**src/fp_pkg.sv**
```systemverilog
`default_nettype none

package fp_pkg;

    // Register file geometry
    localparam int unsigned FLEN         = 64;
    localparam int unsigned FREG_NUM     = 32;
    localparam int unsigned FREG_IDX_LEN = $clog2(FREG_NUM);

    // Commit buffer geometry
    // Depth must stay a power of two so the pointers wrap on their own
    localparam int unsigned FIFO_DEPTH   = 4;
    localparam int unsigned FIFO_PTR_LEN = $clog2(FIFO_DEPTH);

    // IEEE 754 double layout
    localparam int unsigned DBL_EXP_LEN  = 11;
    localparam int unsigned DBL_MANT_LEN = 52;

    // Single precision word and its box
    localparam int unsigned SGL_LEN      = 32;

    // Upper half of a properly NaN-boxed single
    localparam logic [SGL_LEN-1:0] BOX_ONES    = '1;

    // Canonical quiet NaN for single precision
    // Sign clear, exponent all ones, only the top mantissa bit set
    localparam logic [SGL_LEN-1:0] CANON_NAN_S = 32'h7fc0_0000;

    // Register word seen as a double
    typedef struct packed {
        logic                    sign;
        logic [DBL_EXP_LEN-1:0]  exponent;
        logic [DBL_MANT_LEN-1:0] mantissa;
    } fp_double_t;

    // Register word seen as a boxed single
    // The box must be all ones for the single to be valid
    typedef struct packed {
        logic [SGL_LEN-1:0] box;
        logic [SGL_LEN-1:0] single_val;
    } fp_boxed_t;

    // One 64-bit register word, decoded by the format of the instruction
    typedef union packed {
        fp_double_t dbl;
        fp_boxed_t  boxed;
    } fp_word_u;

endpackage

`default_nettype wire

```
**src/fp_wr_arbiter.sv**
```systemverilog
`timescale 1ns/1ps
`default_nettype none

module fp_wr_arbiter (
    // Commit side requester
    input  logic                            cb_req_i,
    input  logic [fp_pkg::FREG_IDX_LEN-1:0] cb_idx_i,
    input  logic [fp_pkg::FLEN-1:0]         cb_data_i,
    output logic                            cb_gnt_o,

    // Debug side requester
    input  logic                            wb_req_i,
    input  logic [fp_pkg::FREG_IDX_LEN-1:0] wb_idx_i,
    input  logic [fp_pkg::FLEN-1:0]         wb_data_i,
    output logic                            wb_gnt_o,

    // Write port of the register file
    output logic                            we_o,
    output logic [fp_pkg::FREG_IDX_LEN-1:0] widx_o,
    output logic [fp_pkg::FLEN-1:0]         wdata_o
);

    // Fixed priority
    // Commit always wins, debug only gets the idle cycles
    assign cb_gnt_o = cb_req_i;
    assign wb_gnt_o = wb_req_i & ~cb_req_i;

    // Any granted request writes this cycle
    assign we_o = cb_gnt_o | wb_gnt_o;

    // Steer index and data from the winner
    always_comb begin
        if (cb_gnt_o) begin
            widx_o  = cb_idx_i;
            wdata_o = cb_data_i;
        end else begin
            // Debug values pass even when idle, we_o masks them
            widx_o  = wb_idx_i;
            wdata_o = wb_data_i;
        end
    end

endmodule

`default_nettype wire

```
**config.mk**
```make
export PLATFORM = sky130hd
export DESIGN_NAME = fp_wr_arbiter
export DESIGN_NICKNAME = d
export VERILOG_FILES = /design/src/fp_pkg.sv /design/src/fp_wr_arbiter.sv
export SDC_FILE = /design/constraint.sdc
export NUM_CORES = 1
export LEC_CHECK = 0
export ABC_AREA = 1
export BUFFER_PORTS_ARGS = -buffer_cell sky130_fd_sc_hd__buf_2
export CAP_MARGIN = 25
export CORE_AREA = 2 2 82 84
export DETAILED_ROUTE_END_ITERATION = 10
export DIE_AREA = 0 0 84 86
export PLACE_DENSITY = 0.53
export SLEW_MARGIN = 10
export SYNTH_ARGS = -nofsm -noshare
export SYNTH_HDL_FRONTEND = slang
export SYNTH_SLANG_ARGS = --single-unit
```
**constraint.sdc**
```tcl
create_clock -name vclk -period 1.44
set_clock_uncertainty 0.15 [all_clocks]
set_input_delay 0.288 -clock vclk [all_inputs]
set_output_delay 0.288 -clock vclk [all_outputs]
set_load 0.01 [all_outputs]
```
==> flow_summary.ini <==
[outcome]
status = finished clean

[place]
port-buffer-count = 212
dp_hpwl_mm = 3.96
dp_slack_ps = 17.0
place_congestion = 0.829

[grt]
grt_usage_pct = 11.2
grt_max_degree = 42
grt_pass1_vias = 1731
overflow = 0
grt_antenna_before_repair = 0
grt_pass1_wl_mm = 7.17

[worst_setup_path]
cpPeakStageDelay_ps = 180
critPathMaxFanout = 16
worst-setup-path-type = primary input to primary output
path_delay_family = buffers and inverters
startpoint_type = primary input
path_buf_inv = 4
crit_chain = buf_6, clkinv_8, clkbuf_16, nand2_1, nand2_1, buf_2
critPathCaptureType = primary output
cp.required_ps = 1000
crit_arrival_ps = 950
cp_common_cell = nand2_1
crit_slowest_cell = clkbuf_16

[hold_path]
hold-path-endpoint = wdata_o[55]
min_path_cells = 4
hold_start = wb_data_i[55]
min_path_type = primary input to primary output

[cells_and_area]
n_sequential_cell = 0
drive_above_1_share_pct = 51.4
final_common_cell = buf_2
final.clkbuf_count = 0
layout_common_cells = buf_2, nand2_1, buf_12
ff_latch_area_sq_um = 0
areaGrowthSynthToFinish_pct = 126
fin_nets = 574
antennaDiodeCount = 0

[routing]
drt-initial-drc-count = 35
ant_nets = 0
routedWlPerCell_um = 10.0
wirelength_mm = 5.10
vias = 2012
dr.pass1.iters = 4
viasPerCell = 3.95
drc_errors = 0

[floorplan]
die_y_um = 86
ioPinCount = 212
core-area_sq_um = 6280
die_w_um = 84
initial_core_util_pct = 15.1
num_rows = 29
die_area_sq_um = 7220

[synth]
synth_compound_area_share_pct = 0
synthXorXnorAreaFrac_pct = 0
yosys.area_share.simple_pct = 82.8
netlist-cell-type-count = 6
yosys.area_share.adder_pct = 0
netlist_area_sq_um = 947
yosys-mux-area-fraction_pct = 0
syn_inst = 227
yosys_warnings = 0
ys_seq_area_share_pct = 0
syn-num-nets = 367
synth_top_family_by_area = simple AND/OR/NAND/NOR gates
syn_avg_cell_area_sq_um = 4.17

[timing]
final.setup.worst_slack_ps = 52.7
hold_viol = 0
tightest_slew_ps = 125
max_slew_margin_pct = 91.7
rsz0062_at_grt = false
fmax_ghz = 0.721
setup-tns-final_ps = 0
layout_worst_path_cycle_share_pct = 96.3
min_period_ps = 1390
setup-violations-final = 0
slew_viol_final = 0

[run]
maxCapViolations = 0

[power_and_ir_drop]
p_per_area_nw_per_um2 = 320
power.leakage_nw = 1.56
ir_drop_v = 0.000155

[clock_tree]
cts_hold_buf = 0
[repair_timing]
item                                    4_1_cts  5_1_grt
setup buffers                                 0        1
resized for setup                             0        7
endpoints found under the setup margin        0       67
[metal layers]
metal | vias to the layer above | GRT usage (%) | part of all wire (%)
met5 | - | 0 | 0
met4 | 0 | 1.03 | 0.24
met3 | 2 | 1.64 | 8.4
met2 | 117 | 23.3 | 50
met1 | 818 | 12.2 | 41
li1 | 1075 | - | -
[cells by family after synthesis]
group | after synthesis
buffers and inverters | 18
AND/OR/NAND/NOR | 209
[stage by stage]
step | util, % | total power [mW] | hold slack (ps) | std cells | instance area [sq um]
final | 34.1 | 0.686 | 695 | 509 | 2140
after detailed placement | 32.5 | 0.655 | 697 | 505 | 2040
after floorplan | - | 0.311 | 518 | 227 | 947
after global placement | 32.5 | 0.655 | 696 | 505 | 2040
after global routing | 34.1 | 0.764 | 704 | 509 | 2140
after CTS | 32.5 | 0.658 | 697 | 505 | 2040
[synthesized netlist by cell type]
master	count	share of area, %
nand2_1	208	82
buf_4	8	6.3
buf_6	8	9.5
inv_1	1	0.40
inv_6	1	0.92
nor2_1	1	0.40
[worst max path at each step]
stage          startpoint     endpoint  slack (ps)  cells after the start
6_report         cb_req_i  wdata_o[31]          50                      6
4_1_cts          cb_req_i  wdata_o[37]          10                      6
5_1_grt          cb_req_i  wdata_o[18]           1                      6
3_5_place_dp     cb_req_i  wdata_o[15]          20                      5
2_1_floorplan    cb_req_i     wb_gnt_o         260                      3
3_3_place_gp     cb_req_i  wdata_o[15]          20                      5
[final cells by class]
cell class         count  area (sq um)
fillers              717          4140
repair buffers       221          1240
inverters              2          20.0
well taps             77          96.3
multi-input cells    209           785
[where the power goes]
group	total, mW	switching, mW	internal, mW
Sequential	0	0	0
Combinational	0.686	0.336	0.350
Clock	0	0	0
No activity file was read; power rests on OpenSTA's default activity.
