<file path="src/fp_pkg.sv">
`default_nettype none

package fp_pkg;

    // Register file geometry
    localparam int unsigned FLEN         = 64;
    localparam int unsigned FREG_NUM     = 32;
    localparam int unsigned FREG_IDX_LEN = $clog2(FREG_NUM);

    // Commit buffer geometry
    // Depth must stay a power of two so the pointers wrap on their own
    localparam int unsigned FIFO_DEPTH   = 4;
    localparam int unsigned FIFO_PTR_LEN = $clog2(FIFO_DEPTH);

    // IEEE 754 double layout
    localparam int unsigned DBL_EXP_LEN  = 11;
    localparam int unsigned DBL_MANT_LEN = 52;

    // Single precision word and its box
    localparam int unsigned SGL_LEN      = 32;

    // Upper half of a properly NaN-boxed single
    localparam logic [SGL_LEN-1:0] BOX_ONES    = '1;

    // Canonical quiet NaN for single precision
    // Sign clear, exponent all ones, only the top mantissa bit set
    localparam logic [SGL_LEN-1:0] CANON_NAN_S = 32'h7fc0_0000;

    // Register word seen as a double
    typedef struct packed {
        logic                    sign;
        logic [DBL_EXP_LEN-1:0]  exponent;
        logic [DBL_MANT_LEN-1:0] mantissa;
    } fp_double_t;

    // Register word seen as a boxed single
    // The box must be all ones for the single to be valid
    typedef struct packed {
        logic [SGL_LEN-1:0] box;
        logic [SGL_LEN-1:0] single_val;
    } fp_boxed_t;

    // One 64-bit register word, decoded by the format of the instruction
    typedef union packed {
        fp_double_t dbl;
        fp_boxed_t  boxed;
    } fp_word_u;

endpackage

`default_nettype wire

</file>
<file path="src/wb_fp_rf_port.sv">
`timescale 1ns/1ps
`default_nettype none

module wb_fp_rf_port (
    input  logic                            clk_i,
    input  logic                            rst_n_i,

    // Wishbone classic slave
    input  logic                            wb_cyc_i,
    input  logic                            wb_stb_i,
    input  logic                            wb_we_i,
    input  logic [fp_pkg::FREG_IDX_LEN-1:0] wb_adr_i,
    input  logic [fp_pkg::FLEN-1:0]         wb_dat_i,
    output logic [fp_pkg::FLEN-1:0]         wb_dat_o,
    output logic                            wb_ack_o,

    // Write request toward the arbiter
    output logic                            req_o,
    output logic [fp_pkg::FREG_IDX_LEN-1:0] idx_o,
    output logic [fp_pkg::FLEN-1:0]         data_o,
    input  logic                            gnt_i,

    // Debug read port of the register file
    output logic [fp_pkg::FREG_IDX_LEN-1:0] ridx_o,
    input  logic [fp_pkg::FLEN-1:0]         rdata_i
);

    import fp_pkg::*;

    logic            ack_q;
    logic            wr_pend_q;
    logic [FLEN-1:0] dat_q;
    logic            new_cycle;

    // New access only when nothing is in flight
    // The ack flag keeps the ack cycle from starting a second access
    assign new_cycle = wb_cyc_i & wb_stb_i & ~ack_q & ~wr_pend_q;

    // Master holds address and data until ack
    assign ridx_o = wb_adr_i;
    assign idx_o  = wb_adr_i;
    assign data_o = wb_dat_i;
    assign req_o  = wr_pend_q;

    // Control FSM
    always_ff @(posedge clk_i or negedge rst_n_i) begin
        if (!rst_n_i) begin
            ack_q     <= 1'b0;
            wr_pend_q <= 1'b0;
        end else begin
            // Ack is a one-cycle pulse
            ack_q <= 1'b0;
            if (new_cycle && !wb_we_i) begin
                ack_q <= 1'b1;
            end else if (new_cycle && wb_we_i) begin
                wr_pend_q <= 1'b1;
            end else if (wr_pend_q && !wb_cyc_i) begin
                // Master gave up, drop the write
                wr_pend_q <= 1'b0;
            end else if (wr_pend_q && gnt_i) begin
                // Write lands at this edge
                wr_pend_q <= 1'b0;
                ack_q     <= 1'b1;
            end
        end
    end

    // Read data register
    always_ff @(posedge clk_i) begin
        if (new_cycle && !wb_we_i) begin
            dat_q <= rdata_i;
        end
    end

    assign wb_dat_o = dat_q;
    assign wb_ack_o = ack_q;

endmodule

`default_nettype wire

</file>
<file path="config.mk">
export PLATFORM = sky130hd
export DESIGN_NAME = wb_fp_rf_port
export DESIGN_NICKNAME = d
export VERILOG_FILES = /design/src/fp_pkg.sv /design/src/wb_fp_rf_port.sv
export SDC_FILE = /design/constraint.sdc
export NUM_CORES = 1
export LEC_CHECK = 0
export ABC_AREA = 1
export BUFFER_PORTS_ARGS = -buffer_cell sky130_fd_sc_hd__buf_4
export CELL_PAD_IN_SITES_DETAIL_PLACEMENT = 0
export CELL_PAD_IN_SITES_GLOBAL_PLACEMENT = 1
export CORE_MARGIN = 3
export CORE_UTILIZATION = 24
export CTS_CLUSTER_DIAMETER = 60
export DETAILED_ROUTE_END_ITERATION = 8
export HOLD_SLACK_MARGIN = 0.03
export PLACE_DENSITY_LB_ADDON = 0.1
export SKIP_CTS_REPAIR_TIMING = 1
export SYNTH_ARGS = -nofsm -noshare
export SYNTH_HDL_FRONTEND = slang
export SYNTH_SLANG_ARGS = --single-unit
</file>
<file path="constraint.sdc">
create_clock -name clk_i -period 2.95 [get_ports clk_i]
set_input_delay 0.1475 -clock clk_i [delete_from_list [all_inputs] [get_ports clk_i]]
set_output_delay 0.1475 -clock clk_i [all_outputs]
set_load 0.02 [all_outputs]
</file>
==> flow_summary.json <==
{
  "status": "complete, no violations",
  "firstDrtPassIters": 4,
  "drc": 0,
  "grt_pass1_vias": 1248,
  "crit_required_ns": 2.95,
  "drt_iter0_markers": 43,
  "cts_tree": "done",
  "regArea_mm2": 0.00197,
  "place.gp.congestion": 0.670,
  "startpoint_type": "flip-flop",
  "finalSetupViolCount": 0,
  "n_fill_cell": 1001,
  "yosysTopAreaCell": "edfxtp_1",
  "synth_top_area_frac": 0.745,
  "drive_gt1_frac": 0.515,
  "die_area_mm2": 0.0120,
  "relSlewSlack": 0.639,
  "holdCritPathClass": "primary input to flip-flop",
  "via_per_inst": 3.65,
  "fmax_mhz": 552,
  "synthToLayoutAreaGrowth_pct": 56.4,
  "maxSlewViolCount": 0,
  "totalWireLength_um": 6270,
  "max-clock-path-buffers": 2,
  "worstPathArrival_ns": 1.82,
  "num_vias": 1572,
  "die_w_um": 110,
  "cts.clk_slew.worst_paths_ns": 0.07,
  "ios": 279,
  "core-area_mm2": 0.0104,
  "ys_top_cells_by_area": "edfxtp_1 (75%), buf_4 (22%), dfrtp_1 (1.9%), nand3_1 (0.58%), inv_1 (0.44%)",
  "grt_pass1_wl_um": 7480,
  "path_max_fanout": 26,
  "fin_total_pwr_mw": 1.92,
  "worst_slew_pin_slew_ns": 0.541,
  "final_cells": 431,
  "cp-end-kind": "flip-flop",
  "dp.cells": 350,
  "tns_ns": 0,
  "cp_slowest_cell": "dfrtp_1",
  "max_cap_violations": 0,
  "ys_seq_area_frac": 0.765,
  "grt_util_all_layers": 0.0868,
  "antenna_left": 0,
  "synthesis.instances": 151,
  "fin_skew_ns": 0.00750,
  "power_density_mw_per_mm2": 477,
  "numCtsBuffers": 9,
  "fp.dieH_um": 110,
  "p_leak_nw": 1.67,
  "start_util": 0.249,
  "utilization": 0.389,
  "port_buffers": 135,
  "nNetsFinal": 429,
  "wire_per_inst_um": 14.5,
  "grt_antenna_before_repair": 0,
  "multi_input_area_um2": 40.0,
  "cts.sinks": 66,
  "grt_max_degree": 27,
  "rsz0062_at_grt": "false",
  "synth.avg_cell_area_um2": 17.1,
  "synthesis.area_mm2": 0.00258,
  "num_antenna_cells": 0,
  "ys_seq_elements": 66,
  "ir_drop_uv": 155,
  "synth_nets": 290,
  "clk_latency_ns": 0.33,
  "synth-warning-count": 0,
  "clockRootBuffer": "clkbuf_8",
  "finalCriticalPeriod_ns": 1.81,
  "cp_cell_sequence": "nor2_2 > nand3_1 > inv_2 > buf_4",
  "post-route-period-util": 0.615,
  "crit_type": "flip-flop to flip-flop",
  "synth.distinct_cells": 8,
  "cpPeakStageDelay_ns": 0.42,
  "ctsHtreeMaxLevel": 3,
  "finalHoldViolCount": 0,
  "num_rows": 37,
  "grt_overflow": 0
}
-- final timing paths --
path,start,end,slack [ns],cells past startpoint
min reg2reg,wb_ack_o,req_o,0.57,3
min in group asynchronous,rst_n_i,wb_ack_o,0.14,2
max reg2reg,req_o,wb_dat_o[18],1.14,4
min,gnt_i,wb_ack_o,0.07,3
max in group asynchronous,rst_n_i,req_o,2.73,2
max,req_o,wb_dat_o[18],1.14,4
-- logic make-up after synthesis --
logic type,Yosys count,share of synthesized area
flops,66,0.765
buf+inv,77,0.220
simple gates,8,0.0155
-- synthesized netlist by cell type --
| cell type | count |
|---|---|
| buf_4 | 74 |
| edfxtp_1 | 64 |
| inv_1 | 3 |
| nand2_1 | 3 |
| nand3_1 | 3 |
| dfrtp_1 | 2 |
| nand3b_1 | 1 |
| nor2_2 | 1 |
-- critical path: cells and delay by family, from the launching register on --
family	cells	cell delay, ns
AND/OR/NAND/NOR	2	0.25
buffers and inverters	2	0.80
flip-flops	1	0.42
-- flip-flops by register name, indices dropped and copies added, names as in the netlist --
| name | flops |
|---|---|
| req_o | 1 |
| wb_ack_o | 1 |
| wb_dat_o | 64 |
-- stage by stage --
stage	cell area (um2)	hold WS, ns	worst slack [ns]
6_report	4030	0.0688	1.14
5_1_grt	4030	0.0547	0.938
4_1_cts	3380	-0.441	1.07
3_5_place_dp	3220	-0.0668	1.10
3_3_place_gp	3220	-0.0665	1.13
2_1_floorplan	2580	-0.148	0.567
-- layer usage --
metal,vias up,track usage,wire [um]
met1,696,0.0911,2300
li1,726,-,-
met5,-,0,0
met3,24,0.0581,796
met2,126,0.131,3020
met4,0,0.0472,157
-- report_power, final --
part,switching (mW),internal (mW),leakage [nW]
Clock,0.323,0.298,0.0811
Sequential,0.00825,1.06,0.612
Combinational,0.0877,0.146,0.973
-- cells in the final DEF (no fill, tap or decap) --
cell type	instances
buf_4	137
clkbuf_1	1
clkbuf_8	9
clkinv_1	2
clkinv_2	2
clkinv_4	1
clkinvlp_4	1
dfrtp_1	2
dlygate4sd3_1	65
edfxtp_1	64
inv_1	2
inv_2	1
nand2_1	3
nand3_1	3
nand3b_1	1
nor2_2	1
-- final cells by class --
class / count / share of cell area
clock buffer: 10 / 0.0316
inverter: 3 / 0.00279
clock inverter: 6 / 0.00837
timing repair buffer: 202 / 0.416
multi-input combinational: 8 / 0.00993
sequential: 66 / 0.489
tap: 136 / 0.0422
Note: power is estimated with default switching activity, not from simulation.
