**src/fp_pkg.sv**
```systemverilog
`default_nettype none

package fp_pkg;

    // Register file geometry
    localparam int unsigned FLEN         = 64;
    localparam int unsigned FREG_NUM     = 32;
    localparam int unsigned FREG_IDX_LEN = $clog2(FREG_NUM);

    // Commit buffer geometry
    // Depth must stay a power of two so the pointers wrap on their own
    localparam int unsigned FIFO_DEPTH   = 4;
    localparam int unsigned FIFO_PTR_LEN = $clog2(FIFO_DEPTH);

    // IEEE 754 double layout
    localparam int unsigned DBL_EXP_LEN  = 11;
    localparam int unsigned DBL_MANT_LEN = 52;

    // Single precision word and its box
    localparam int unsigned SGL_LEN      = 32;

    // Upper half of a properly NaN-boxed single
    localparam logic [SGL_LEN-1:0] BOX_ONES    = '1;

    // Canonical quiet NaN for single precision
    // Sign clear, exponent all ones, only the top mantissa bit set
    localparam logic [SGL_LEN-1:0] CANON_NAN_S = 32'h7fc0_0000;

    // Register word seen as a double
    typedef struct packed {
        logic                    sign;
        logic [DBL_EXP_LEN-1:0]  exponent;
        logic [DBL_MANT_LEN-1:0] mantissa;
    } fp_double_t;

    // Register word seen as a boxed single
    // The box must be all ones for the single to be valid
    typedef struct packed {
        logic [SGL_LEN-1:0] box;
        logic [SGL_LEN-1:0] single_val;
    } fp_boxed_t;

    // One 64-bit register word, decoded by the format of the instruction
    typedef union packed {
        fp_double_t dbl;
        fp_boxed_t  boxed;
    } fp_word_u;

endpackage

`default_nettype wire

```
**src/fp_commit_buffer.sv**
```systemverilog
`timescale 1ns/1ps
`default_nettype none

module fp_commit_buffer (
    input  logic                            clk_i,
    input  logic                            rst_n_i,

    // Results from the commit logic
    input  logic                            push_valid_i,
    output logic                            push_ready_o,
    input  logic [fp_pkg::FREG_IDX_LEN-1:0] push_idx_i,
    input  logic [fp_pkg::FLEN-1:0]         push_value_i,
    input  logic                            push_single_i,

    // Write request toward the arbiter
    output logic                            req_o,
    output logic [fp_pkg::FREG_IDX_LEN-1:0] idx_o,
    output logic [fp_pkg::FLEN-1:0]         data_o,
    input  logic                            gnt_i
);

    import fp_pkg::*;

    // Entry storage
    logic [FREG_IDX_LEN-1:0] idx_mem  [FIFO_DEPTH];
    fp_word_u                data_mem [FIFO_DEPTH];

    // Pointers and occupancy
    logic [FIFO_PTR_LEN-1:0] wr_ptr_q;
    logic [FIFO_PTR_LEN-1:0] rd_ptr_q;
    logic [FIFO_PTR_LEN:0]   count_q;

    logic     push;
    logic     pop;
    fp_word_u push_word;

    // Handshakes
    assign push_ready_o = (count_q != (FIFO_PTR_LEN+1)'(FIFO_DEPTH));
    assign push         = push_valid_i & push_ready_o;
    assign req_o        = (count_q != '0);
    assign pop          = req_o & gnt_i;

    // NaN-box single results on the way in
    always_comb begin
        push_word = push_value_i;
        if (push_single_i) begin
            push_word.boxed.box = BOX_ONES;
        end
    end

    // Payload storage
    always_ff @(posedge clk_i) begin
        if (push) begin
            idx_mem[wr_ptr_q]  <= push_idx_i;
            data_mem[wr_ptr_q] <= push_word;
        end
    end

    // Pointer and count update
    // Push and pop together leave the count unchanged
    always_ff @(posedge clk_i or negedge rst_n_i) begin
        if (!rst_n_i) begin
            wr_ptr_q <= '0;
            rd_ptr_q <= '0;
            count_q  <= '0;
        end else begin
            if (push) begin
                wr_ptr_q <= wr_ptr_q + 1'b1;
            end
            if (pop) begin
                rd_ptr_q <= rd_ptr_q + 1'b1;
            end
            case ({push, pop})
                2'b10:   count_q <= count_q + 1'b1;
                2'b01:   count_q <= count_q - 1'b1;
                default: count_q <= count_q;
            endcase
        end
    end

    // Head entry drives the request
    assign idx_o  = idx_mem[rd_ptr_q];
    assign data_o = data_mem[rd_ptr_q];

endmodule

`default_nettype wire

```
**config.mk**
```make
export PLATFORM = sky130hd
export DESIGN_NAME = fp_commit_buffer
export DESIGN_NICKNAME = d
export VERILOG_FILES = /design/src/fp_pkg.sv /design/src/fp_commit_buffer.sv
export SDC_FILE = /design/constraint.sdc
export NUM_CORES = 1
export LEC_CHECK = 0
export ABC_AREA = 0
export BUFFER_PORTS_ARGS = -buffer_cell sky130_fd_sc_hd__buf_2
export CAP_MARGIN = 5
export CELL_PAD_IN_SITES_DETAIL_PLACEMENT = 1
export CELL_PAD_IN_SITES_GLOBAL_PLACEMENT = 2
export CORE_MARGIN = 1
export CORE_UTILIZATION = 30
export CTS_CLUSTER_SIZE = 28
export DETAILED_ROUTE_END_ITERATION = 10
export PLACE_DENSITY = 0.57
export SYNTH_ARGS = -nofsm -noshare
export SYNTH_HDL_FRONTEND = slang
export SYNTH_SLANG_ARGS = --single-unit
```
**constraint.sdc**
```tcl
create_clock -name clk_i -period 2.4 [get_ports clk_i]
set_clock_uncertainty 0.15 [all_clocks]
set_input_delay 0.12 -clock clk_i [delete_from_list [all_inputs] [get_ports clk_i]]
set_output_delay 0.12 -clock clk_i [all_outputs]
set_load 0.1 [all_outputs]
```
==> flow_summary_export.csv <==
group,metric,value,unit
clocking,path_clk_slew,0.06,ns
cells_and_area,drive_gt1_share,45.44,%
critical_path,crit_path_max_fanout,11,
critical_path,reg2reg_depth,9,
detailed_routing,routed_wl,22660,um
sta,setup_viol,0,
floorplan,row_count,68,
clocking,numCtsBuffers,31,
critical_path,required,2.13,ns
critical_path,crit_type,"flop to output port",
detailed_routing,first_iter_violations,251,
global_routing,grt_pass1_wl,34510,um
critical_path,cp.depth,4,
floorplan,die-area,35990,um2
logic_synthesis,avgSynthCellArea,24.41,um2
logic_synthesis,synthCells,433,
sta,relSlewSlack,56.44,%
logic_synthesis,synth.distinct_cells,21,
critical_path,critPathBufInv,3,
sta,grt_setup_unrepaired,"yes",
detailed_routing,wl_per_cell,19.40,um
sta,maxSlewViolCount,0,
critical_path,startpoint_type,"flop",
detailed_routing,vias_per_cell,4.455,
critical_path,cpPeakStageDelay,0.56,ns
clocking,clk-insertion-delay-late,0.55,ns
logic_synthesis,synth-seq-cells,283,
floorplan,ioPinCount,145,
cells_and_area,fill_cells,3305,
critical_path,cp_top_family,"multiplexers",
logic_synthesis,mappedNetlistArea,10570,um2
cells_and_area,area.growth.synth_to_final,34.54,%
global_routing,globalRouteTotalUtil,12.69,%
clocking,clk_path_buf_depth,3,
critical_path,crit_slowest_cell,"mux4_2",
detailed_routing,vias,5203,
detailed_routing,drc,0,
sta,fin_crit_sh,97.93,%
sta,fin_tns_setup,0,ns
sta,fmax,425.5,MHz
floorplan,initial_utilization,30.53,%
place,hpwl,13010,um
cells_and_area,finish.utilization,41.07,%
critical_path,timing.critical_path.mode_cell,"buf_12",
cells_and_area,multiInputGateArea,2011,um2
min_path,hold_class,"input pin to flop",
floorplan,core_area,34630,um2
critical_path,cp.arrival,2.08,ns
clocking,htreeDepth,1,
logic_synthesis,synth_warnings,0,
clocking,cts_tree,"done",
global_routing,overflow,0,
cells_and_area,regArea,8471,um2
min_path,holdPathStages,2,
sta,hold_viol,0,
clocking,clock-root-buffer,"clkbuf_16",
place,gp_congestion,0.6978,
detailed_routing,first_pass_iters,4,
cells_and_area,stdcell_area,14220,um2
critical_path,crit_path_end_kind,"output port",
detailed_routing,ant_nets,0,
place,place_area,11960,um2
job,drv_cap,0,
floorplan,die_y,189.7,um
cells_and_area,mostFrequentLayoutCell,"edfxtp_1",
global_routing,grt_max_degree,70,
sta,tightest_slew,0.6534,ns
cells_and_area,insertedDiodeCount,0,
run_status,status,"complete, no violations",
global_routing,antenna_found_initial,1,
critical_path,crit_chain,"buf_12 -> buf_16 -> mux4_2 -> buf_12",
global_routing,grt_pass1_vias,5955,
floorplan,die_w,189.7,um
place,port_buffers,144,
clocking,cts_sinks,283,
logic_synthesis,ys_seq_area_share,80.06,%
logic_synthesis,syn_nets,513,
sta,min_period,2.350,ns
cells_and_area,final_nets,768,
cells_and_area,layout.cells.most_common_list,"edfxtp_1 (276), buf_2 (76), dlygate4sd3_1 (73)",
==> metrics by stage <==
stage | worst slack, ns | instances | hold WS (ns)
final | 0.04976 | 1168 | 0.1651
after global routing | -0.03021 | 1168 | 0.1548
after CTS | -0.07689 | 1165 | 0.1350
after detailed placement | 0.1236 | 1029 | -0.1787
after global placement | 0.1528 | 1029 | -0.1862
after floorplan | -0.006809 | 433 | -0.3256
==> cells in the mapped netlist (all sizes together) <==
cell    count  area share [%]
xor2        3            0.25
mux4       69              15
inv         6            0.21
mux2        1            0.14
or3         1           0.071
nor2        1           0.035
dfrtp       7             1.7
mux2i       1           0.095
xnor2       3            0.25
and3        4            0.28
fa          1            0.19
or3b        1            0.11
and2        2            0.14
clkbuf      9            0.32
nand3       1           0.047
or2        32             1.9
buf        10            0.62
edfxtp    276              78
ha          5            0.59
==> cell type report <==
class,instances,share of cell area [%]
sequential,283,59.56
timing repair buffer,241,15.59
multi-input combinational,125,14.14
clock buffer,38,5.639
tap,455,4.003
clock inverter,20,0.9149
inverter,6,0.1584
==> worst paths after layout <==
check / from / endpoint / slack (ns)
worst max-delay path: rd_ptr_q[0] / data_o[0] / 0.05
worst min-delay path: push_value_i[22] / data_mem[2][22] / 0.17
worst max register to register: count_q[1] / count_q[2] / 0.14
worst min register to register: count_q[2] / count_q[2] / 0.34
max in group asynchronous: rst_n_i / rd_ptr_q[0] / 1.38
min in group asynchronous: rst_n_i / wr_ptr_q[0] / 0.42
==> layer usage <==
layer	wire [um]	track usage, %
met2	11850	22.85
met3	1063	2.896
met4	524	3.474
met5	15	0
met1	9210	15.16
==> repair_timing <==
item                                    CTS  global route
hold buffers                             73             0
cloned                                    1             2
pin swaps                                 0             1
setup buffers                             4             1
hold endpoints to repair                288             0
endpoints found under the setup margin   69            58
gates resized for setup                  92            53
==> flip-flops by register name, summed over array words and instances (netlist names) <==
name and flops:
wr_ptr_q 2, data_mem 256, rd_ptr_q 2, idx_mem 20
count_q 3
==> cell families (layout without fill, tap and decap cells) <==
group                    after synthesis  count (layout)  synth area share (%)
XOR/XNOR                               6               6                0.4972
adder cells (fa/ha/maj)                6               6                0.7812
buffers and inverters                 25             305                 1.148
flip-flops                           283             283                 80.06
multiplexers                          71              71                 14.94
AND/OR/NAND/NOR                       42              42                 2.580
Power is not shown: default switching activity piles up to over one toggle a cycle in this logic, so the estimate is an artifact.
