## config.mk

```make
export PLATFORM = sky130hd
export DESIGN_NAME = fp_operand_unbox
export DESIGN_NICKNAME = d
export VERILOG_FILES = /design/src/fp_pkg.sv /design/src/fp_operand_unbox.sv
export SDC_FILE = /design/constraint.sdc
export NUM_CORES = 1
export LEC_CHECK = 0
export BUFFER_PORTS_ARGS = -buffer_cell sky130_fd_sc_hd__buf_2
export CORE_MARGIN = 4
export CORE_UTILIZATION = 25
export DETAILED_ROUTE_END_ITERATION = 10
export GPL_TIMING_DRIVEN = 0
export PLACE_DENSITY = 0.89
export SETUP_SLACK_MARGIN = 0.02
export SYNTH_ARGS = -nofsm -noshare
export SYNTH_HDL_FRONTEND = slang
export SYNTH_SLANG_ARGS = --single-unit
export TNS_END_PERCENT = 100
```

## constraint.sdc

```tcl
create_clock -name vclk -period 2.25
set_input_delay 0.1125 -clock vclk [all_inputs]
set_output_delay 0.1125 -clock vclk [all_outputs]
set_load 0.02 [all_outputs]
```

## src/fp_pkg.sv

```systemverilog
`default_nettype none

package fp_pkg;

    // Register file geometry
    localparam int unsigned FLEN         = 64;
    localparam int unsigned FREG_NUM     = 32;
    localparam int unsigned FREG_IDX_LEN = $clog2(FREG_NUM);

    // Commit buffer geometry
    // Depth must stay a power of two so the pointers wrap on their own
    localparam int unsigned FIFO_DEPTH   = 4;
    localparam int unsigned FIFO_PTR_LEN = $clog2(FIFO_DEPTH);

    // IEEE 754 double layout
    localparam int unsigned DBL_EXP_LEN  = 11;
    localparam int unsigned DBL_MANT_LEN = 52;

    // Single precision word and its box
    localparam int unsigned SGL_LEN      = 32;

    // Upper half of a properly NaN-boxed single
    localparam logic [SGL_LEN-1:0] BOX_ONES    = '1;

    // Canonical quiet NaN for single precision
    // Sign clear, exponent all ones, only the top mantissa bit set
    localparam logic [SGL_LEN-1:0] CANON_NAN_S = 32'h7fc0_0000;

    // Register word seen as a double
    typedef struct packed {
        logic                    sign;
        logic [DBL_EXP_LEN-1:0]  exponent;
        logic [DBL_MANT_LEN-1:0] mantissa;
    } fp_double_t;

    // Register word seen as a boxed single
    // The box must be all ones for the single to be valid
    typedef struct packed {
        logic [SGL_LEN-1:0] box;
        logic [SGL_LEN-1:0] single_val;
    } fp_boxed_t;

    // One 64-bit register word, decoded by the format of the instruction
    typedef union packed {
        fp_double_t dbl;
        fp_boxed_t  boxed;
    } fp_word_u;

endpackage

`default_nettype wire

```

## src/fp_operand_unbox.sv

```systemverilog
`timescale 1ns/1ps
`default_nettype none

module fp_operand_unbox (
    input  logic [fp_pkg::FLEN-1:0] value_i,
    input  logic                    single_i,
    output logic [fp_pkg::FLEN-1:0] value_o
);

    import fp_pkg::*;

    fp_word_u in_word;
    logic     box_ok;

    // Raw register word decoded by operand format
    assign in_word = value_i;
    assign box_ok  = (in_word.boxed.box == BOX_ONES);

    // Doubles and well boxed singles pass untouched
    // A single without a full box reads as the boxed canonical NaN
    always_comb begin
        if (!single_i || box_ok) begin
            value_o = in_word;
        end else begin
            value_o = {BOX_ONES, CANON_NAN_S};
        end
    end

endmodule

`default_nettype wire

```

==> results.toml, run 1 <==
[run_status]
status = "completed"

[timing]
relSlewSlack = 0.643
whs_ns = 0.521
maxSlewViolCount = 0
setup_viol = 0
fin_crit_ns = 1.54
period_share = 0.687
finalSetupTns_ns = 0
rsz0062_at_grt = "no"
worst_slew_pin_slew_ns = 0.532
max_freq_mhz = 647
setup_ws_ns = 0.705
hold_viol = 0

[logic_synthesis]
synth_nets = 146
ys_types = 8
yosys_warnings = 0
synth_area_sq_um = 549
synth.avg_cell_area_sq_um = 6.78
syn_inst = 81
ys_seq_area_frac = 0

[floorplan]
num_io_pins = 129
die-area_sq_mm = 0.00301
die_h_um = 54.9
initial_core_util = 0.272
core-area_sq_mm = 0.00202
die_w_um = 54.9
num_rows = 16

[clock_tree]
postCtsSetupRepairBufs = 0
cts_resized = 0
ctsHoldBuffers = 0

[flow_run]
max-cap-violations = 0

[power]
leakage_nw = 0.664
powerDensity_mw_per_mm2 = 214
ir_drop_mv = 0.139

[route]
avgRoutedWirePerCell_um = 11.0
totalWireLength_mm = 2.60
drt-initial-drc-count = 5
ant_nets = 0
vias = 1001
vias_per_cell = 4.22
drt_drc_violations_left = 0
drt_pass1_iterations = 2

[grt]
first_global_vias = 936
met1_usage = 0.159
grtUsageMet2 = 0.331
grt_pass1_wl_mm = 3.60
grt_max_degree = 11
grt_overflow = 0
met3_usage = 0.0136
busiest_layer = "met2"
grt_util_all_layers = 0.152
antenna_found_initial = 0

[finish]
stdcell_count = 237
clkbuf_count = 0
num_antenna_cells = 0
syn_to_final_growth_pct = 124
nFlopsAndLatches = 0
drive_gt1_frac = 0.657
seqCellArea_sq_um = 0
final_util = 0.608
final_cell_mix = "buf_2, or2_1, nor2b_1"
layout_commonest_cell = "buf_2"
layout.nets = 277

[hold_path]
hold_path_class = "primary input to output pin"

[critical_path]
end_kind = "output pin"
crit_start = "value_i[49]"
cp-start-kind = "primary input"
path_max_fanout = 10
cp-endpoint = "value_o[53]"
arrival_ns = 1.43
worst-setup-path-type = "primary input to output pin"
required_ns = 2.14

[placed_design]
detailedPlace.worstSlack_ns = 0.681
dp_hpwl_mm = 2.44
io_buffers = 129
dp_cells = 237
gp_congestion = 0.751
-- metrics by stage --
stage / total power, mW / cell area [sq um]
5_1_grt: 0.286 / 1230
4_1_cts: 0.266 / 1230
2_1_floorplan: 0.145 / 549
3_3_place_gp: 0.262 / 1230
6_report: 0.263 / 1230
3_5_place_dp: 0.265 / 1230
-- worst min path at each step --
| stage | from | end | slack (ns) | cells after the start |
|---|---|---|---|---|
| 2_1_floorplan | value_i[10] | value_o[10] | 0.40 | 1 |
| 3_3_place_gp | value_i[24] | value_o[24] | 0.52 | 3 |
| 3_5_place_dp | value_i[22] | value_o[22] | 0.52 | 3 |
| 4_1_cts | value_i[22] | value_o[22] | 0.52 | 3 |
| 5_1_grt | value_i[25] | value_o[25] | 0.54 | 3 |
| 6_report | value_i[22] | value_o[22] | 0.52 | 3 |
-- power by group --
part	internal [mW]	switching (mW)	leakage [nW]
logic	0.117	0.145	0.664
registers	0	0	0
clock network	0	0	0
total	0.117	0.145	0.664
-- kinds of logic (layout without fill, tap and decap cells) --
kind of cell	after synthesis	after routing	share of synthesized area
simple gates	74	74	0.868
compound gates	1	1	0.0205
buf+inv	6	135	0.112
-- cell type report --
type	count	area, sq um
fillers	212	793
repair buffers	129	646
multi-input cells	75	488
plain buffers	6	61.3
well taps	27	33.8
-- cells in the mapped netlist, drive strengths merged --
cell type,instances,area share
a21boi,1,0.020
nor4,2,0.046
and2b,1,0.014
nand4,8,0.091
nor2b,22,0.25
or2,41,0.47
buf,6,0.11
-- worst max-delay path: stages --
cell      delay (ns)
buf_2           0.09
nand4_1         0.11
nor4_2          0.36
a21boi_2        0.21
buf_6           0.18
or2_1           0.21
buf_2           0.16
-- per-layer routing --
metal	share of wire	vias to the layer above
li1	-	519
met1	0.35	412
met2	0.51	70
met3	0.14	0
met4	0	0
met5	0	-
(Power assumes the default switching activity.)
==> inputs of run 2 (changes only) <==
--- a/config.mk
+++ b/config.mk
@@ -7,10 +7,10 @@
 export LEC_CHECK = 0
 export BUFFER_PORTS_ARGS = -buffer_cell sky130_fd_sc_hd__buf_2
 export CORE_MARGIN = 4
-export CORE_UTILIZATION = 25
+export CORE_UTILIZATION = 21
 export DETAILED_ROUTE_END_ITERATION = 10
 export GPL_TIMING_DRIVEN = 0
-export PLACE_DENSITY = 0.89
+export PLACE_DENSITY = 0.79
 export SETUP_SLACK_MARGIN = 0.02
 export SYNTH_ARGS = -nofsm -noshare
 export SYNTH_HDL_FRONTEND = slang
==> constraint.sdc (replaced) <==
create_clock -name vclk -period 1.4
set_input_delay 0.07 -clock vclk [all_inputs]
set_output_delay 0.07 -clock vclk [all_outputs]
set_load 0.02 [all_outputs]
==> run 2 against run 1 <==
Via count grew 2.7%. The flow now finishes with violations (setup timing). Total power rose by 74%. Critical endpoint is now value_o[61]. Wire length increased by 7.3%. Global-route usage fell by 2.8 points.
==> results.toml, run 2 (synthesis gave the netlist of run 1 again) <==
[route]
avgRoutedWirePerCell_um = 11.5
drt_drc_violations_left = 0
drt-initial-drc-count = 22
vias = 1028
drt_pass1_iterations = 4
ant_nets = 0
totalWireLength_mm = 2.79
vias_per_cell = 4.23

[floorplan]
die_h_um = 59.1
die-area_sq_mm = 0.00350
initial_core_util = 0.222
num_io_pins = 129
core-area_sq_mm = 0.00248
die_w_um = 59.1
num_rows = 18

[critical_path]
crit_start = "value_i[63]"
cp-endpoint = "value_o[61]"
end_kind = "output pin"
cp-start-kind = "primary input"
required_ns = 1.33
cp.depth = 7
path_max_fanout = 10
critPathSlowestCell = "nor4_4"
cp_cell_sequence = "buf_6, nand4_1, nor4_4, a21boi_4, buf_6, or2_1, buf_2"
crit_family = "simple AND/OR/NAND/NOR gates"
crit_buf_inv = 3
crit_top_cell = "buf_6"
slowest_delay_ns = 0.36
worst-setup-path-type = "primary input to output pin"
arrival_ns = 1.33

[placed_design]
dp_cells = 240
postPlaceCellArea_sq_mm = 0.00123
io_buffers = 129
gp_congestion = 0.644
dp_hpwl_mm = 2.37

[finish]
clkbuf_count = 0
drive_gt1_frac = 0.662
final_cell_mix = "buf_2, or2_1, nor2b_1"
fillCellCount = 260
syn_to_final_growth_pct = 147
layout.nets = 280
num_antenna_cells = 0
nFlopsAndLatches = 0
stdcell_count = 243
layout_commonest_cell = "buf_2"
seqCellArea_sq_um = 0
fin_area_sq_mm = 0.00136

[timing]
maxSlewViolCount = 0
setup_viol = 1
rsz0062_at_grt = "yes"
max_freq_mhz = 714
setup_ws_ns = -0.000516
period_share = 1.00
worst_slew_pin_slew_ns = 0.341
relSlewSlack = 0.772
hold_viol = 0
fin_crit_ns = 1.40

[power]
p_comb_frac = 1.000
p_int_uw = 217
p_seq_frac = 0
ir_drop_mv = 0.203
p_switching_uw = 239
p_sw_frac = 0.524
clkPwrFrac = 0
powerDensity_mw_per_mm2 = 336
leakage_nw = 0.731

[grt]
grt_util_all_layers = 0.124
grt_overflow = 0
grt_pass1_wl_mm = 3.62
antenna_found_initial = 0
grt_max_degree = 11
first_global_vias = 853

[hold_path]
hold_path_class = "primary input to output pin"
hp-start = "value_i[60]"

[run_status]
violations = "setup timing"
status = "finished with violations"

[flow_run]
max-cap-violations = 0

[clock_tree]
ctsHoldBuffers = 0
[run 2: routing by layer]
layer  vias to the layer above  share of wire  GRT usage  wire [um]
met5                         -              0          0          0
met4                         0              0          0          0
met3                         0           0.12     0.0218        324
met2                        59           0.56      0.260       1550
met1                       442           0.33      0.132        915
li1                        527              -          -          -
[run 2: power by group through the flow]
| stage | logic (mW) | clock network (mW) | registers, mW |
|---|---|---|---|
| 6_report | 0.456 | 0 | 0 |
| 5_1_grt | 0.491 | 0 | 0 |
| 4_1_cts | 0.436 | 0 | 0 |
| 3_5_place_dp | 0.425 | 0 | 0 |
| 3_3_place_gp | 0.419 | 0 | 0 |
| 2_1_floorplan | 0.233 | 0 | 0 |
[run 2: layout make-up]
| type | instances | area [sq um] | area share |
|---|---|---|---|
| Buffer | 6 | 61.3 | 0.0452 |
| Timing Repair Buffer | 132 | 744 | 0.549 |
| Tap cell | 30 | 37.5 | 0.0277 |
| Multi-Input combinational cell | 75 | 513 | 0.378 |
[run 2: through the flow]
step | hold slack [ns] | total power, mW | setup TNS, ns | util | worst slack (ns)
2_1_floorplan | 0.313 | 0.233 | 0 | - | 0.166
3_3_place_gp | 0.436 | 0.419 | -2.10 | 0.497 | -0.0729
3_5_place_dp | 0.437 | 0.425 | -2.02 | 0.497 | -0.0654
4_1_cts | 0.437 | 0.436 | -1.13 | 0.517 | -0.0383
5_1_grt | 0.447 | 0.491 | -3.15 | 0.547 | -0.0929
6_report | 0.435 | 0.456 | -0.000516 | 0.547 | -0.000516
[run 2: worst min path at each step]
stage	slack, ns	cells after the start	endpoint
after floorplan	0.31	1	value_o[10]
after global placement	0.44	3	value_o[27]
after detailed placement	0.44	3	value_o[25]
after CTS	0.44	3	value_o[25]
after global routing	0.45	3	value_o[60]
final	0.44	3	value_o[60]
[run 2: repair_timing]
| action | 4_1_cts | 5_1_grt |
|---|---|---|
| hold endpoints to repair | 0 | 0 |
| cloned | 1 | 0 |
| buffers inserted | 2 | 0 |
| setup endpoints to repair | 51 | 64 |
| resized for setup | 4 | 18 |
| pin swaps | 2 | 0 |
==> inputs of run 3 (changes only) <==
--- a/config.mk
+++ b/config.mk
@@ -6,7 +6,6 @@
 export NUM_CORES = 1
 export LEC_CHECK = 0
 export BUFFER_PORTS_ARGS = -buffer_cell sky130_fd_sc_hd__buf_2
-export CORE_MARGIN = 4
 export CORE_UTILIZATION = 21
 export DETAILED_ROUTE_END_ITERATION = 10
 export GPL_TIMING_DRIVEN = 0
==> run 3 against run 2 <==
Largest cell class unchanged. Critical path type unchanged. Wire length decreased by 13%. The flow now finishes without violations. Cell count decreased by 0.41%. Total power increased by 0.77%. Critical path depth stayed put. First-iteration DRC count decreased by 36%. Sequential share of layout area unchanged.
==> results.toml, run 3 (synthesis gave the netlist of run 1 again) <==
[floorplan]
die_w_um = 53.1
num_io_pins = 129
die_h_um = 53.1
num_rows = 18
initial_core_util = 0.222
core-area_sq_mm = 0.00248
die-area_sq_mm = 0.00282

[timing]
setup_viol = 0
period_share = 0.995
maxSlewViolCount = 0
rsz0062_at_grt = "yes"
max_freq_mhz = 718
worst_slew_pin_slew_ns = 0.360
finalSetupTns_ns = 0
relSlewSlack = 0.760
fin_crit_ns = 1.39
hold_viol = 0

[finish]
multi_input_area_sq_um = 513
stdcell_count = 242
num_antenna_cells = 0
clkbuf_count = 0
seqCellArea_sq_um = 0
layout.nets = 279
syn_to_final_growth_pct = 149
final_cell_mix = "buf_2, or2_1, nor2b_1"
nFlopsAndLatches = 0
layout_commonest_cell = "buf_2"
fillCellCount = 258
final_util = 0.552
drive_gt1_frac = 0.660

[route]
vias = 997
totalWireLength_mm = 2.43
vias_per_cell = 4.12
drt_pass1_iterations = 4
ant_nets = 0
drt-initial-drc-count = 14
avgRoutedWirePerCell_um = 10.0
drt_drc_violations_left = 0

[power]
ir_drop_mv = 0.216
powerDensity_mw_per_mm2 = 336
leakage_nw = 0.731

[critical_path]
critPathSlowestCell = "nor4_4"
required_ns = 1.33
end_kind = "output pin"
arrival_ns = 1.32
path_max_fanout = 10
crit_start = "value_i[57]"
slowest_delay_ns = 0.35
cp_cell_sequence = "buf_6, nand4_1, nor4_4, a21boi_4, buf_6, or2_1, buf_2"
worst-setup-path-type = "primary input to output pin"
cp-start-kind = "primary input"
crit_top_cell = "buf_6"

[placed_design]
io_buffers = 129
gp_congestion = 0.638
dp_hpwl_mm = 2.02
dp_cells = 240

[grt]
first_global_vias = 764
antenna_found_initial = 0
grt_pass1_wl_mm = 3.04
grt_util_all_layers = 0.138
grt_overflow = 0
grt_max_degree = 11

[hold_path]
hp-start = "value_i[26]"
hold_path_class = "primary input to output pin"

[flow_run]
max-cap-violations = 0

[clock_tree]
ctsHoldBuffers = 0

[run_status]
status = "completed"
## run 3: cell types whose count changed in the layout (fill, tap and decap cells not counted), sizes merged
cell  previous run  this run
buf            138       137
## run 3: per-stage QoR
stage | instance area, sq um | power (mW) | setup slack [ns] | hold slack [ns]
5_1_grt | 1370 | 0.497 | -0.0597 | 0.447
3_3_place_gp | 1230 | 0.418 | -0.0895 | 0.434
2_1_floorplan | 549 | 0.233 | 0.166 | 0.313
3_5_place_dp | 1230 | 0.424 | -0.106 | 0.437
4_1_cts | 1270 | 0.433 | -0.0238 | 0.437
6_report | 1370 | 0.460 | 0.00759 | 0.435
## run 3: final cells by class
cell class	count	share of cell area
Timing Repair Buffer	131	0.550
Tap cell	30	0.0275
Buffer	6	0.0467
Multi-Input combinational cell	75	0.375
## run 3: repair_timing
item	CTS	global route
pin swaps	3	2
resized for setup	3	25
buffers inserted	2	0
endpoints found under the setup margin	51	61
## run 3: path summary, 6_finish.rpt
check / endpoint / slack, ns / cells after the start
hold / removal: value_o[26] / 0.44 / 3
setup / recovery: value_o[63] / 0.008 / 7
## run 3: critical path: cells and delay by family
kind                   cells  cell delay [ns]
buffers and inverters      3             0.40
and+or+nand+nor            3             0.69
AOI/OAI and AO/OA          1             0.16
## run 3: power by group
part / switching, mW / leakage (nW) / internal, mW
clock network: 0 / 0 / 0
registers: 0 / 0 / 0
logic: 0.239 / 0.731 / 0.221
## run 3: per-layer routing
| layer | track usage | share of wire | up-vias |
|---|---|---|---|
| met5 | 0 | 0 | - |
| met4 | 0 | 0 | 0 |
| met3 | 0.00862 | 0.10 | 0 |
| met2 | 0.293 | 0.50 | 60 |
| met1 | 0.152 | 0.40 | 412 |
| li1 | - | - | 525 |
